$ cat src/hw/cpu_cfg_pkg.sv
package cpu_cfg_pkg;

    // datapath and address width
    localparam int xlen = 32;

    // architectural register index
    localparam int reg_name_w = 5;

    // rob tag field, caps the buffer at 32 entries
    localparam int tag_w = 5;

    // op classes the rob tells apart
    // loads retire like alu ops, stores go to the store buffer,
    // branches and jumps may redirect fetch
    typedef enum logic [2:0] {
        op_alu    = 3'd0,
        op_load   = 3'd1,
        op_store  = 3'd2,
        op_branch = 3'd3,
        op_jump   = 3'd4
    } op_e;

endpackage

$ cat src/hw/rob_pkg.sv
package rob_pkg;

    // request from dispatch
    typedef struct packed {
        logic [cpu_cfg_pkg::reg_name_w-1:0] rd;
        cpu_cfg_pkg::op_e                   op;
        logic                               pred_taken;
        logic [cpu_cfg_pkg::xlen-1:0]       pc;
    } alloc_req_t;

    // completion from an execution unit
    typedef struct packed {
        logic [cpu_cfg_pkg::tag_w-1:0] tag;
        logic [cpu_cfg_pkg::xlen-1:0]  data;
        logic                          taken;
        logic [cpu_cfg_pkg::xlen-1:0]  target;
    } wb_t;

    // register file write
    typedef struct packed {
        logic [cpu_cfg_pkg::reg_name_w-1:0] rd;
        logic [cpu_cfg_pkg::xlen-1:0]       data;
        logic [cpu_cfg_pkg::tag_w-1:0]      tag;
    } commit_t;

    typedef struct packed {
        logic [cpu_cfg_pkg::tag_w-1:0] tag;
    } store_rel_t;

    typedef struct packed {
        logic [cpu_cfg_pkg::xlen-1:0] target;
    } redirect_t;

    // head entry as seen by the commit unit
    typedef struct packed {
        logic                               valid;
        logic                               complete;
        logic                               is_store;
        logic                               mispredicted;
        logic [cpu_cfg_pkg::reg_name_w-1:0] rd;
        logic [cpu_cfg_pkg::xlen-1:0]       data;
        logic [cpu_cfg_pkg::xlen-1:0]       target;
    } head_view_t;

    typedef enum logic {
        idle   = 1'b0,
        retire = 1'b1
    } commit_state_e;

endpackage

$ cat src/hw/rob_alloc.sv
module rob_alloc #(
    parameter int ROB_DEPTH = 16
) (
    input  logic                          clk,
    input  logic                          arst_n,
    input  logic                          alloc_valid,
    input  rob_pkg::alloc_req_t           alloc_req,
    output logic                          alloc_ready,
    output logic [cpu_cfg_pkg::tag_w-1:0] alloc_tag,
    output logic                          wr_en,
    output logic [cpu_cfg_pkg::tag_w-1:0] wr_tag,
    output rob_pkg::alloc_req_t           wr_req,
    input  logic                          retire,
    input  logic                          flush
);

    localparam int idx_w = $clog2(ROB_DEPTH);
    localparam int cnt_w = idx_w + 1;

    logic [idx_w-1:0] tail_q;
    logic [cnt_w-1:0] count_q;
    logic             full;
    logic             fire;

    assign full        = (count_q == cnt_w'(ROB_DEPTH));
    assign alloc_ready = !full && !flush;
    assign fire        = alloc_valid && alloc_ready;

    // tag is simply the tail slot
    assign alloc_tag = cpu_cfg_pkg::tag_w'(tail_q);

    assign wr_en  = fire;
    assign wr_tag = alloc_tag;
    assign wr_req = alloc_req;

    always_ff @(posedge clk or negedge arst_n) begin
        if (!arst_n) begin
            tail_q  <= '0;
            count_q <= '0;
        end else if (flush) begin
            tail_q  <= '0;
            count_q <= '0;
        end else begin
            if (fire) begin
                tail_q <= tail_q + 1'b1;
            end
            // allocate and retire may land on the same edge
            case ({fire, retire})
                2'b10:   count_q <= count_q + 1'b1;
                2'b01:   count_q <= count_q - 1'b1;
                default: count_q <= count_q;
            endcase
        end
    end

endmodule

$ cat src/hw/rob_entry_array.sv
module rob_entry_array #(
    parameter int ROB_DEPTH = 16
) (
    input  logic                          clk,
    input  logic                          arst_n,
    input  logic                          wr_en,
    input  logic [cpu_cfg_pkg::tag_w-1:0] wr_tag,
    input  rob_pkg::alloc_req_t           wr_req,
    input  logic                          wb_valid,
    input  rob_pkg::wb_t                  wb,
    input  logic [cpu_cfg_pkg::tag_w-1:0] head_idx,
    output rob_pkg::head_view_t           head,
    input  logic                          retire,
    input  logic                          flush
);

    localparam int idx_w = $clog2(ROB_DEPTH);

    // per-entry control state
    logic [ROB_DEPTH-1:0] valid_q;
    logic [ROB_DEPTH-1:0] complete_q;

    // per-entry payload
    logic                               is_store_q [ROB_DEPTH];
    logic                               is_ctrl_q  [ROB_DEPTH];
    logic                               pred_q     [ROB_DEPTH];
    logic                               act_q      [ROB_DEPTH];
    logic [cpu_cfg_pkg::reg_name_w-1:0] rd_q       [ROB_DEPTH];
    logic [cpu_cfg_pkg::xlen-1:0]       data_q     [ROB_DEPTH];
    logic [cpu_cfg_pkg::xlen-1:0]       target_q   [ROB_DEPTH];

    logic [idx_w-1:0] wr_i;
    logic [idx_w-1:0] wb_i;
    logic [idx_w-1:0] head_i;
    logic             wr_is_store;
    logic             wr_is_ctrl;
    logic             wb_hit;

    assign wr_i   = wr_tag[idx_w-1:0];
    assign wb_i   = wb.tag[idx_w-1:0];
    assign head_i = head_idx[idx_w-1:0];

    // op decode at allocation
    assign wr_is_store = (wr_req.op == cpu_cfg_pkg::op_store);
    assign wr_is_ctrl  = (wr_req.op == cpu_cfg_pkg::op_branch) ||
                         (wr_req.op == cpu_cfg_pkg::op_jump);

    // stale or duplicate completions are dropped
    assign wb_hit = wb_valid && valid_q[wb_i] && !complete_q[wb_i];

    always_ff @(posedge clk or negedge arst_n) begin
        if (!arst_n) begin
            valid_q    <= '0;
            complete_q <= '0;
        end else if (flush) begin
            valid_q    <= '0;
            complete_q <= '0;
        end else begin
            if (retire) begin
                valid_q[head_i]    <= 1'b0;
                complete_q[head_i] <= 1'b0;
            end
            if (wr_en) begin
                valid_q[wr_i]    <= 1'b1;
                // stores need no writeback
                complete_q[wr_i] <= wr_is_store;
            end
            if (wb_hit) begin
                complete_q[wb_i] <= 1'b1;
            end
        end
    end

    always_ff @(posedge clk) begin
        if (wr_en) begin
            is_store_q[wr_i] <= wr_is_store;
            is_ctrl_q[wr_i]  <= wr_is_ctrl;
            pred_q[wr_i]     <= wr_req.pred_taken;
            rd_q[wr_i]       <= wr_req.rd;
        end
        if (wb_hit) begin
            act_q[wb_i]    <= wb.taken;
            data_q[wb_i]   <= wb.data;
            target_q[wb_i] <= wb.target;
        end
    end

    assign head.valid        = valid_q[head_i];
    assign head.complete     = complete_q[head_i];
    assign head.is_store     = is_store_q[head_i];
    // only branches and jumps can mispredict
    assign head.mispredicted = is_ctrl_q[head_i] && (pred_q[head_i] != act_q[head_i]);
    assign head.rd           = rd_q[head_i];
    assign head.data         = data_q[head_i];
    assign head.target       = target_q[head_i];

endmodule

$ cat src/hw/rob_commit.sv
module rob_commit #(
    parameter int ROB_DEPTH = 16
) (
    input  logic                          clk,
    input  logic                          arst_n,
    input  rob_pkg::head_view_t           head,
    output logic [cpu_cfg_pkg::tag_w-1:0] head_idx,
    output logic                          commit_valid,
    input  logic                          commit_ready,
    output rob_pkg::commit_t              commit,
    output logic                          store_valid,
    input  logic                          store_ready,
    output rob_pkg::store_rel_t           store_rel,
    output logic                          redirect_valid,
    output rob_pkg::redirect_t            redirect,
    output logic                          retire,
    output logic                          flush
);

    localparam int idx_w = $clog2(ROB_DEPTH);

    logic [idx_w-1:0]       head_q;
    rob_pkg::commit_state_e state;
    logic                   commit_fire;
    logic                   store_fire;

    assign head_idx = cpu_cfg_pkg::tag_w'(head_q);

    // head is ready to leave once it is valid and complete
    assign state = (head.valid && head.complete) ? rob_pkg::retire : rob_pkg::idle;

    // steer by entry kind
    assign commit_valid = (state == rob_pkg::retire) && !head.is_store;
    assign store_valid  = (state == rob_pkg::retire) && head.is_store;

    assign commit.rd   = head.rd;
    assign commit.data = head.data;
    assign commit.tag  = head_idx;

    assign store_rel.tag = head_idx;

    assign commit_fire = commit_valid && commit_ready;
    assign store_fire  = store_valid && store_ready;
    assign retire      = commit_fire || store_fire;

    // a mispredicted head redirects fetch and squashes everything younger
    assign flush           = commit_fire && head.mispredicted;
    assign redirect_valid  = flush;
    assign redirect.target = head.target;

    always_ff @(posedge clk or negedge arst_n) begin
        if (!arst_n) begin
            head_q <= '0;
        end else if (flush) begin
            head_q <= '0;
        end else if (retire) begin
            head_q <= head_q + 1'b1;
        end
    end

endmodule

$ cat src/hw/rob_top.sv
module rob_top #(
    parameter int ROB_DEPTH = 16
) (
    input  logic                          clk,
    input  logic                          arst_n,
    // dispatch
    input  logic                          alloc_valid,
    input  rob_pkg::alloc_req_t           alloc_req,
    output logic                          alloc_ready,
    output logic [cpu_cfg_pkg::tag_w-1:0] alloc_tag,
    // writeback
    input  logic                          wb_valid,
    input  rob_pkg::wb_t                  wb,
    // register file
    output logic                          commit_valid,
    input  logic                          commit_ready,
    output rob_pkg::commit_t              commit,
    // store buffer
    output logic                          store_valid,
    input  logic                          store_ready,
    output rob_pkg::store_rel_t           store_rel,
    // fetch
    output logic                          redirect_valid,
    output rob_pkg::redirect_t            redirect
);

    logic                          wr_en;
    logic [cpu_cfg_pkg::tag_w-1:0] wr_tag;
    rob_pkg::alloc_req_t           wr_req;
    logic [cpu_cfg_pkg::tag_w-1:0] head_idx;
    rob_pkg::head_view_t           head;
    logic                          retire;
    logic                          flush;

    rob_alloc #(
        .ROB_DEPTH(ROB_DEPTH)
    ) u_alloc (
        .clk        (clk),
        .arst_n     (arst_n),
        .alloc_valid(alloc_valid),
        .alloc_req  (alloc_req),
        .alloc_ready(alloc_ready),
        .alloc_tag  (alloc_tag),
        .wr_en      (wr_en),
        .wr_tag     (wr_tag),
        .wr_req     (wr_req),
        .retire     (retire),
        .flush      (flush)
    );

    rob_entry_array #(
        .ROB_DEPTH(ROB_DEPTH)
    ) u_array (
        .clk     (clk),
        .arst_n  (arst_n),
        .wr_en   (wr_en),
        .wr_tag  (wr_tag),
        .wr_req  (wr_req),
        .wb_valid(wb_valid),
        .wb      (wb),
        .head_idx(head_idx),
        .head    (head),
        .retire  (retire),
        .flush   (flush)
    );

    rob_commit #(
        .ROB_DEPTH(ROB_DEPTH)
    ) u_commit (
        .clk           (clk),
        .arst_n        (arst_n),
        .head          (head),
        .head_idx      (head_idx),
        .commit_valid  (commit_valid),
        .commit_ready  (commit_ready),
        .commit        (commit),
        .store_valid   (store_valid),
        .store_ready   (store_ready),
        .store_rel     (store_rel),
        .redirect_valid(redirect_valid),
        .redirect      (redirect),
        .retire        (retire),
        .flush         (flush)
    );

endmodule

$ cat config.mk
export PLATFORM = sky130hd
export DESIGN_NAME = rob_top
export DESIGN_NICKNAME = d
export VERILOG_FILES = /design/src/hw/cpu_cfg_pkg.sv /design/src/hw/rob_pkg.sv /design/src/hw/rob_alloc.sv /design/src/hw/rob_entry_array.sv /design/src/hw/rob_commit.sv /design/src/hw/rob_top.sv
export SDC_FILE = /design/constraint.sdc
export NUM_CORES = 1
export LEC_CHECK = 0
export ABC_AREA = 1
export BUFFER_PORTS_ARGS = -buffer_cell sky130_fd_sc_hd__buf_2
export CORE_MARGIN = 5
export CORE_UTILIZATION = 61
export DETAILED_ROUTE_END_ITERATION = 8
export MAX_ROUTING_LAYER = met4
export PLACE_DENSITY = 0.79
export SYNTH_ARGS = -nofsm -noshare
export SYNTH_HDL_FRONTEND = slang
export SYNTH_HIERARCHICAL = 1
export SYNTH_SLANG_ARGS = --single-unit
export TNS_END_PERCENT = 100
$ cat constraint.sdc
create_clock -name clk -period 4.9 [get_ports clk]
set_input_delay 0 -clock clk [delete_from_list [all_inputs] [get_ports clk]]
set_output_delay 0 -clock clk [all_outputs]
set_load 0.02 [all_outputs]
# Yosys cells after proc, flatten, opt, wreduce, memory -nomap -nowiden
# Memory sizes are Yosys's and may differ from the RTL's.
# Index checks and enable logic that the tools add are counted.
[word_totals]
elab_cells = 93
mem_count = 7
regBits = 45
mem_bits_ro = 0
mem_bits_rw = 1168
output_inout_bits = 88
inputBits = 117
latch_bits = 0
[op_classes]
shifts = 0
mux = 36
mul = 0
div_mod_pow = 0
reduce_logical = 23
n_bitwise = 5
add_sub_neg = 4
n_lt_le_gt_ge = 6
n_eq_ne = 7
[memory_table]
columns = ["name", "words", "width", "read_ports", "rd_ports_with_merged_regs", "write_ports", "line_no", "text"]
rows = [
  ["u_array.data_q", 16, 32, 1, 0, 1, "rob_entry_array.sv:29", "logic [cpu_cfg_pkg::xlen-1:0] data_q [ROB_DEPTH];"],
  ["u_array.target_q", 16, 32, 1, 0, 1, "rob_entry_array.sv:30", "logic [cpu_cfg_pkg::xlen-1:0] target_q [ROB_DEPTH];"],
  ["u_array.rd_q", 16, 5, 1, 0, 1, "rob_entry_array.sv:28", "logic [cpu_cfg_pkg::reg_name_w-1:0] rd_q [ROB_DEPTH];"],
  ["u_array.act_q", 16, 1, 1, 0, 1, "rob_entry_array.sv:27", "logic act_q [ROB_DEPTH];"],
  ["u_array.is_ctrl_q", 16, 1, 1, 0, 1, "rob_entry_array.sv:25", "logic is_ctrl_q [ROB_DEPTH];"],
  ["u_array.is_store_q", 16, 1, 1, 0, 1, "rob_entry_array.sv:24", "logic is_store_q [ROB_DEPTH];"],
  ["+1 memories", "n/a", "n/a", "n/a", "n/a", "n/a", "n/a", ""],
]
[ops]
columns = ["operator", "n"]
rows = [
  ["16-bit 2-to-1 mux", 10],
  ["16-bit AND", 2],
  ["16-bit OR", 2],
  ["1-bit binary-select mux with 4-bit select", 4],
  ["16-bit bitwise mux", 1],
  ["4-bit 2-to-1 mux", 4],
  ["16-bit NOT", 1],
  ["4-bit by 5-bit less-than comparator with 1-bit output (second input constant)", 3],
  ["1-bit logical AND", 14],
  ["1-bit demux with 4-bit select", 3],
  ["4-bit by 1-bit >= comparator with 1-bit output (second input constant)", 3],
  ["1-bit 2-to-1 mux", 12],
  ["5-bit one-hot mux with 2 select lines", 1],
  ["4-bit by 1-bit adder with 4-bit output (second input constant)", 2],
  ["3-bit by 2-bit equality test with 1-bit output (second input constant)", 2],
  ["5-bit by 1-bit adder with 5-bit output (second input constant)", 1],
  ["5-bit equality test (second input constant)", 1],
  ["5-bit 2-to-1 mux", 1],
  ["5-bit by 1-bit subtractor with 5-bit output (second input constant)", 1],
  ["1-bit logical NOT", 4],
  ["2-bit nonzero test", 2],
  ["3-bit equality test (second input constant)", 1],
  ["3-bit nonzero test", 1],
  ["2-bit by 1-bit equality test with 1-bit output (second input constant)", 1],
  ["other kinds (3)", 4],
]

# Depth between registers and ports, before layout
[depth]
word_depth = 15
depth_mapped = 30
mapped_depth_nobuf = 27

# By module
# Netlist, hierarchy kept.
[by_module_without_submodules]
columns = ["module", "seq_area_each_um2", "area_each_um2", "cells_per_inst", "instances"]
rows = [
  ["rob_entry_array", 35874.4, 45549.9, 3018, 1],
  ["rob_alloc", 225.2, 958.4, 125, 1],
  ["rob_commit", 100.1, 882.1, 115, 1],
]

# Worst setup path before layout
# OpenSTA, ideal clock, no wires.
[synth_path]
kind = "register -> register"
start = "register u_commit.head_q[1]"
end = "register u_alloc.count_q[4]"
required_ns = 4.783
synth_period_minus_slack_ns = 3.847
t_arrival_ns = 3.729
setup_time_ns = 0.117
slack_ns = 1.053
path_stages_with_launch = 29
path_buffers = 4
path_cell_list = "dfrtp_1 -> buf_4 -> clkbuf_2 -> nand2_1 -> inv_1 -> buf_2 -> clkbuf_1 -> a22oi_1 -> nand2_1 -> nand2_1 -> nand4_1 -> nand2_1 -> nor2_4 -> nand3_2 -> inv_1 -> inv_1 -> nand3_4 -> nand2_4 -> fa_1 -> inv_1 -> nand3_1 -> nand2_1 -> nand2_1 -> nand2_1 -> inv_1 -> nand2_1 -> nand2_1 -> nand2_1 -> nand2_1"
[synth_lines]
columns = ["element", "line_no", "text"]
rows = [
  ["start: declaration", "rob_commit.sv:22", "logic [idx_w-1:0] head_q;"],
  ["start signal: assignment", "rob_commit.sv:57", "head_q <= head_q + 1'b1;"],
  ["end signal: assignment", "rob_alloc.sv:49", "2'b10: count_q <= count_q + 1'b1;"],
  ["end signal: assignment", "rob_alloc.sv:50", "2'b01: count_q <= count_q - 1'b1;"],
  ["end signal: assignment", "rob_alloc.sv:51", "default: count_q <= count_q;"],
  ["end: declaration", "rob_alloc.sv:21", "logic [cnt_w-1:0] count_q;"],
]

==> results <==
- The flow ran to the end, and the final reports show no timing, DRC or antenna violations.
- The synthesized area per cell is 14.6 um2.
- The number of sinks handled by clock tree synthesis is 1213.
- The total power of the final layout is 28.2 mW.
- The hold buffer count at CTS is 87.
- The number of max-cap violations is 0.
- Dividing total power by cell area gives a power density of 534 mW/mm2.
- Input and output buffers added on the ports amount to 168.
- The most critical setup path has its endpoint at u_array/is_ctrl_q[10]$_DFFE_PP_.
- The internal power component is 18.8 mW.
- The post-route fraction of the period consumed by the critical path is 0.905.
- Setup repair after global routing left no endpoint under its margin.
- The worst-case headroom to the max-slew limit is 0.141.
- The clock slew seen by the registers of the worst setup and hold paths is 60 ps.
- The worst register-to-register path has a setup slack of 470 ps.
- The total via count in the routed design is 29.0k.
- The worst path meets setup with 467 ps of slack.
- The TritonCTS buffer count is 113.
- The floorplan die width is 288 um.
- The slew of the pin with the lowest slew margin is 1290 ps.
- STA classifies the critical path startpoint as a flip-flop.
- The first-pass GRT wire length is 173000 um.
- The upper clock frequency limit is 226 MHz.
- The number of global-route vias before repair is 29.1k.
- The boundary pin count is 205.
- The quantity of gates resized following cts is 0.
- The worst clock skew is 22.6 ps.
- STA puts the critical path data required time at 5240 ps.
- Entering global routing, the biggest net connects 95 pins.
- The arrival time of data at the critical path endpoint is 4770 ps.
- Counting cells, the worst reg-to-reg path comes to 22.
- The gate count of the mapped netlist is 3224.
- For this run, the share of the core covered by cells in the final layout is 0.684.
- After global routing the overflow that remains totals 0.
- The endpoint identified for the worst register-to-register timing path is u_array/is_ctrl_q[10]$_DFFE_PP_.
- The root buffer cell chosen for the clock tree is clkbuf_16.
- Setup total negative slack on the finished layout was measured at 0 ps.
- The die is 288 um tall.
- In this run the number of H-tree levels came out at 3.
- The maximum vdd ir drop is 0.407 mV.
- The full die area is 0.0829 mm2.
- The placer congestion estimate is 0.907.
- The sequential share of power is 0.426.
- Dividing the detail-routed wire length by the instance count gives 25.6 um.
- For this configuration, the core starts out at a cell density of 0.611.
- Hold timing on the final database bottoms out at a slack of 47.9 ps.
- The number of failing hold endpoints at the final stage was 0.
- The net switching power figure is 9.36 mW.
- After layout, the minimum clock period comes to 4430 ps.
- The initial antenna violation count is 9.
- The critical register-to-register path startpoint is u_commit/head_q[0]$_DFFE_PN0P_.
- The share of total power dissipated in combinational logic is 0.276.
- Summed over all nets, the half-perimeter wirelength after detailed placement is 60600 um.
- Before CTS, the worst setup slack after placement is 619 ps.
- The share of total power dissipated in the clock network is 0.299.
- The worst setup path is of the flip-flop to flip-flop kind.
- For this design the static power due to leakage is 18.4 nW.
- The area inside the core boundary is 0.0771 mm2.
- TritonCTS built the clock tree.
- For this run, design rule violations remaining after detail routing come to 0.
- The final layout contains 3512 nets.
- The cell area that synthesis handed to floorplanning was 0.0471 mm2.
- The ratio of cells with drive above 1 in the final layout is 0.125.
- Across every metal layer, demand over resource in global routing totals 0.283.
- The number of warnings issued by yosys is 6.
- The largest fanout of any net on the critical path is 16.
- The worst setup path is captured at a flip-flop.
- The count of pins over their slew limit was 0.
- Of the total power, the share spent switching nets is 0.333.
- The critical path starts at u_commit/head_q[0]$_DFFE_PN0P_.
- The number of failing setup endpoints in the final timing report is 0.
- The number of setup buffers added after CTS is 0.
- Wires add up to 116000 um.
- The floorplan has 102 rows.
- In the routed layout, each cell is associated on average with a via count of 6.41.
- Once detail routing completed, the nets flagged for antenna violations numbered 0.
- The clock latency on the worst-skew pair is 690 ps.
- Counting along the longest clock path gives a buffer depth of 3.
- The initial detailed-routing violation count is 3670.
- The number of detailed-route iterations in the first pass is 8.
- The tightest min-delay check is of the primary input to async pin type.
- Compared with the post-synthesis result, the final layout area differs by 11.8%.
-- worst min path at each step --
stage | from | endpoint | slack (ps) | cells after the start
2_1_floorplan | arst_n | u_alloc/count_q[0]$_DFFE_PN0P_ | -300 | 0
3_3_place_gp | arst_n | u_alloc/count_q[0]$_DFFE_PN0P_ | 210 | 1
3_5_place_dp | arst_n | u_alloc/count_q[2]$_DFFE_PN0P_ | 240 | 1
4_1_cts | alloc_req[35] | u_array/is_ctrl_q[4]$_DFFE_PP_ | 0.4 | 5
5_1_grt | alloc_req[35] | u_array/is_ctrl_q[11]$_DFFE_PP_ | 90 | 5
6_report | arst_n | u_alloc/count_q[2]$_DFFE_PN0P_ | 50 | 2
-- registers in the layout, summed over array words and instances (netlist names) --
register            cells
u_alloc/count_q         5
u_alloc/tail_q          4
u_array/act_q          16
u_array/complete_q     16
u_array/data_q        512
u_array/is_ctrl_q      16
u_array/is_store_q     16
u_array/pred_q         16
u_array/rd_q           80
u_array/target_q      512
u_array/valid_q        16
u_commit/head_q         4
-- through the flow --
stage	area (um2)	std cells
6_report	52700	4528
5_1_grt	52700	4525
4_1_cts	52700	4517
3_5_place_dp	48300	4227
3_3_place_gp	48300	4227
2_1_floorplan	47100	3225
-- power groups by stage --
stage               registers [mW]  clock network, mW  logic [mW]
finish                        12.0               8.41        7.76
global route                  12.0               8.95        8.37
CTS                           12.0               8.49        7.68
detailed placement            12.2                  0        7.53
global placement              12.2                  0        7.32
floorplan                     12.1                  0        5.86
-- layout make-up --
type | count | area (um2)
fillers | 4959 | 24400
flip-flops and latches | 1213 | 36200
inverters | 81 | 357
clock inverters | 56 | 537
diodes | 11 | 27.5
multi-input cells | 1662 | 9090
repair buffers | 318 | 2220
clock buffers | 147 | 2990
well taps | 1040 | 1300
-- per-layer routing --
metal  up-vias  routed length [um]  part of all wire  global-route usage
met2      1871               58700              0.51               0.466
met3       315               11300             0.098              0.0511
li1      12500                   -                 -                   -
met5         -                   0                 0                   -
met1     14400               42000              0.36               0.366
met4         0                3730             0.032              0.0868
-- worst max-delay path: stages, from the launching register on --
cell	delay, ps
dfrtp_1	750
inv_1	240
nor2_4	480
buf_4	270
nand2_1	70
nand4_1	70
nand2_1	50
nand2_1	100
inv_1	40
nand2_1	130
nand2_1	70
nand2_1	60
nor2_1	60
nand3_2	130
inv_1	60
inv_1	220
nand3_4	160
inv_1	80
buf_4	200
nand2_1	80
nor2_1	210
nand2_1	200
inv_1	340
-- placed cells by master, fill, tap and decap left out, drive strengths merged, types with 11 or more instances in the layout --
cell / instances
o21ai: 28
clkinv: 43
nor2: 66
diode: 11
a21oi: 36
a22oi: 584
buf: 231
nand4: 83
dfrtp: 45
inv: 84
nand3: 48
nand2: 793
dlygate4sd3: 87
clkbuf: 147
edfxtp: 1168
(Power assumes the default switching activity.)
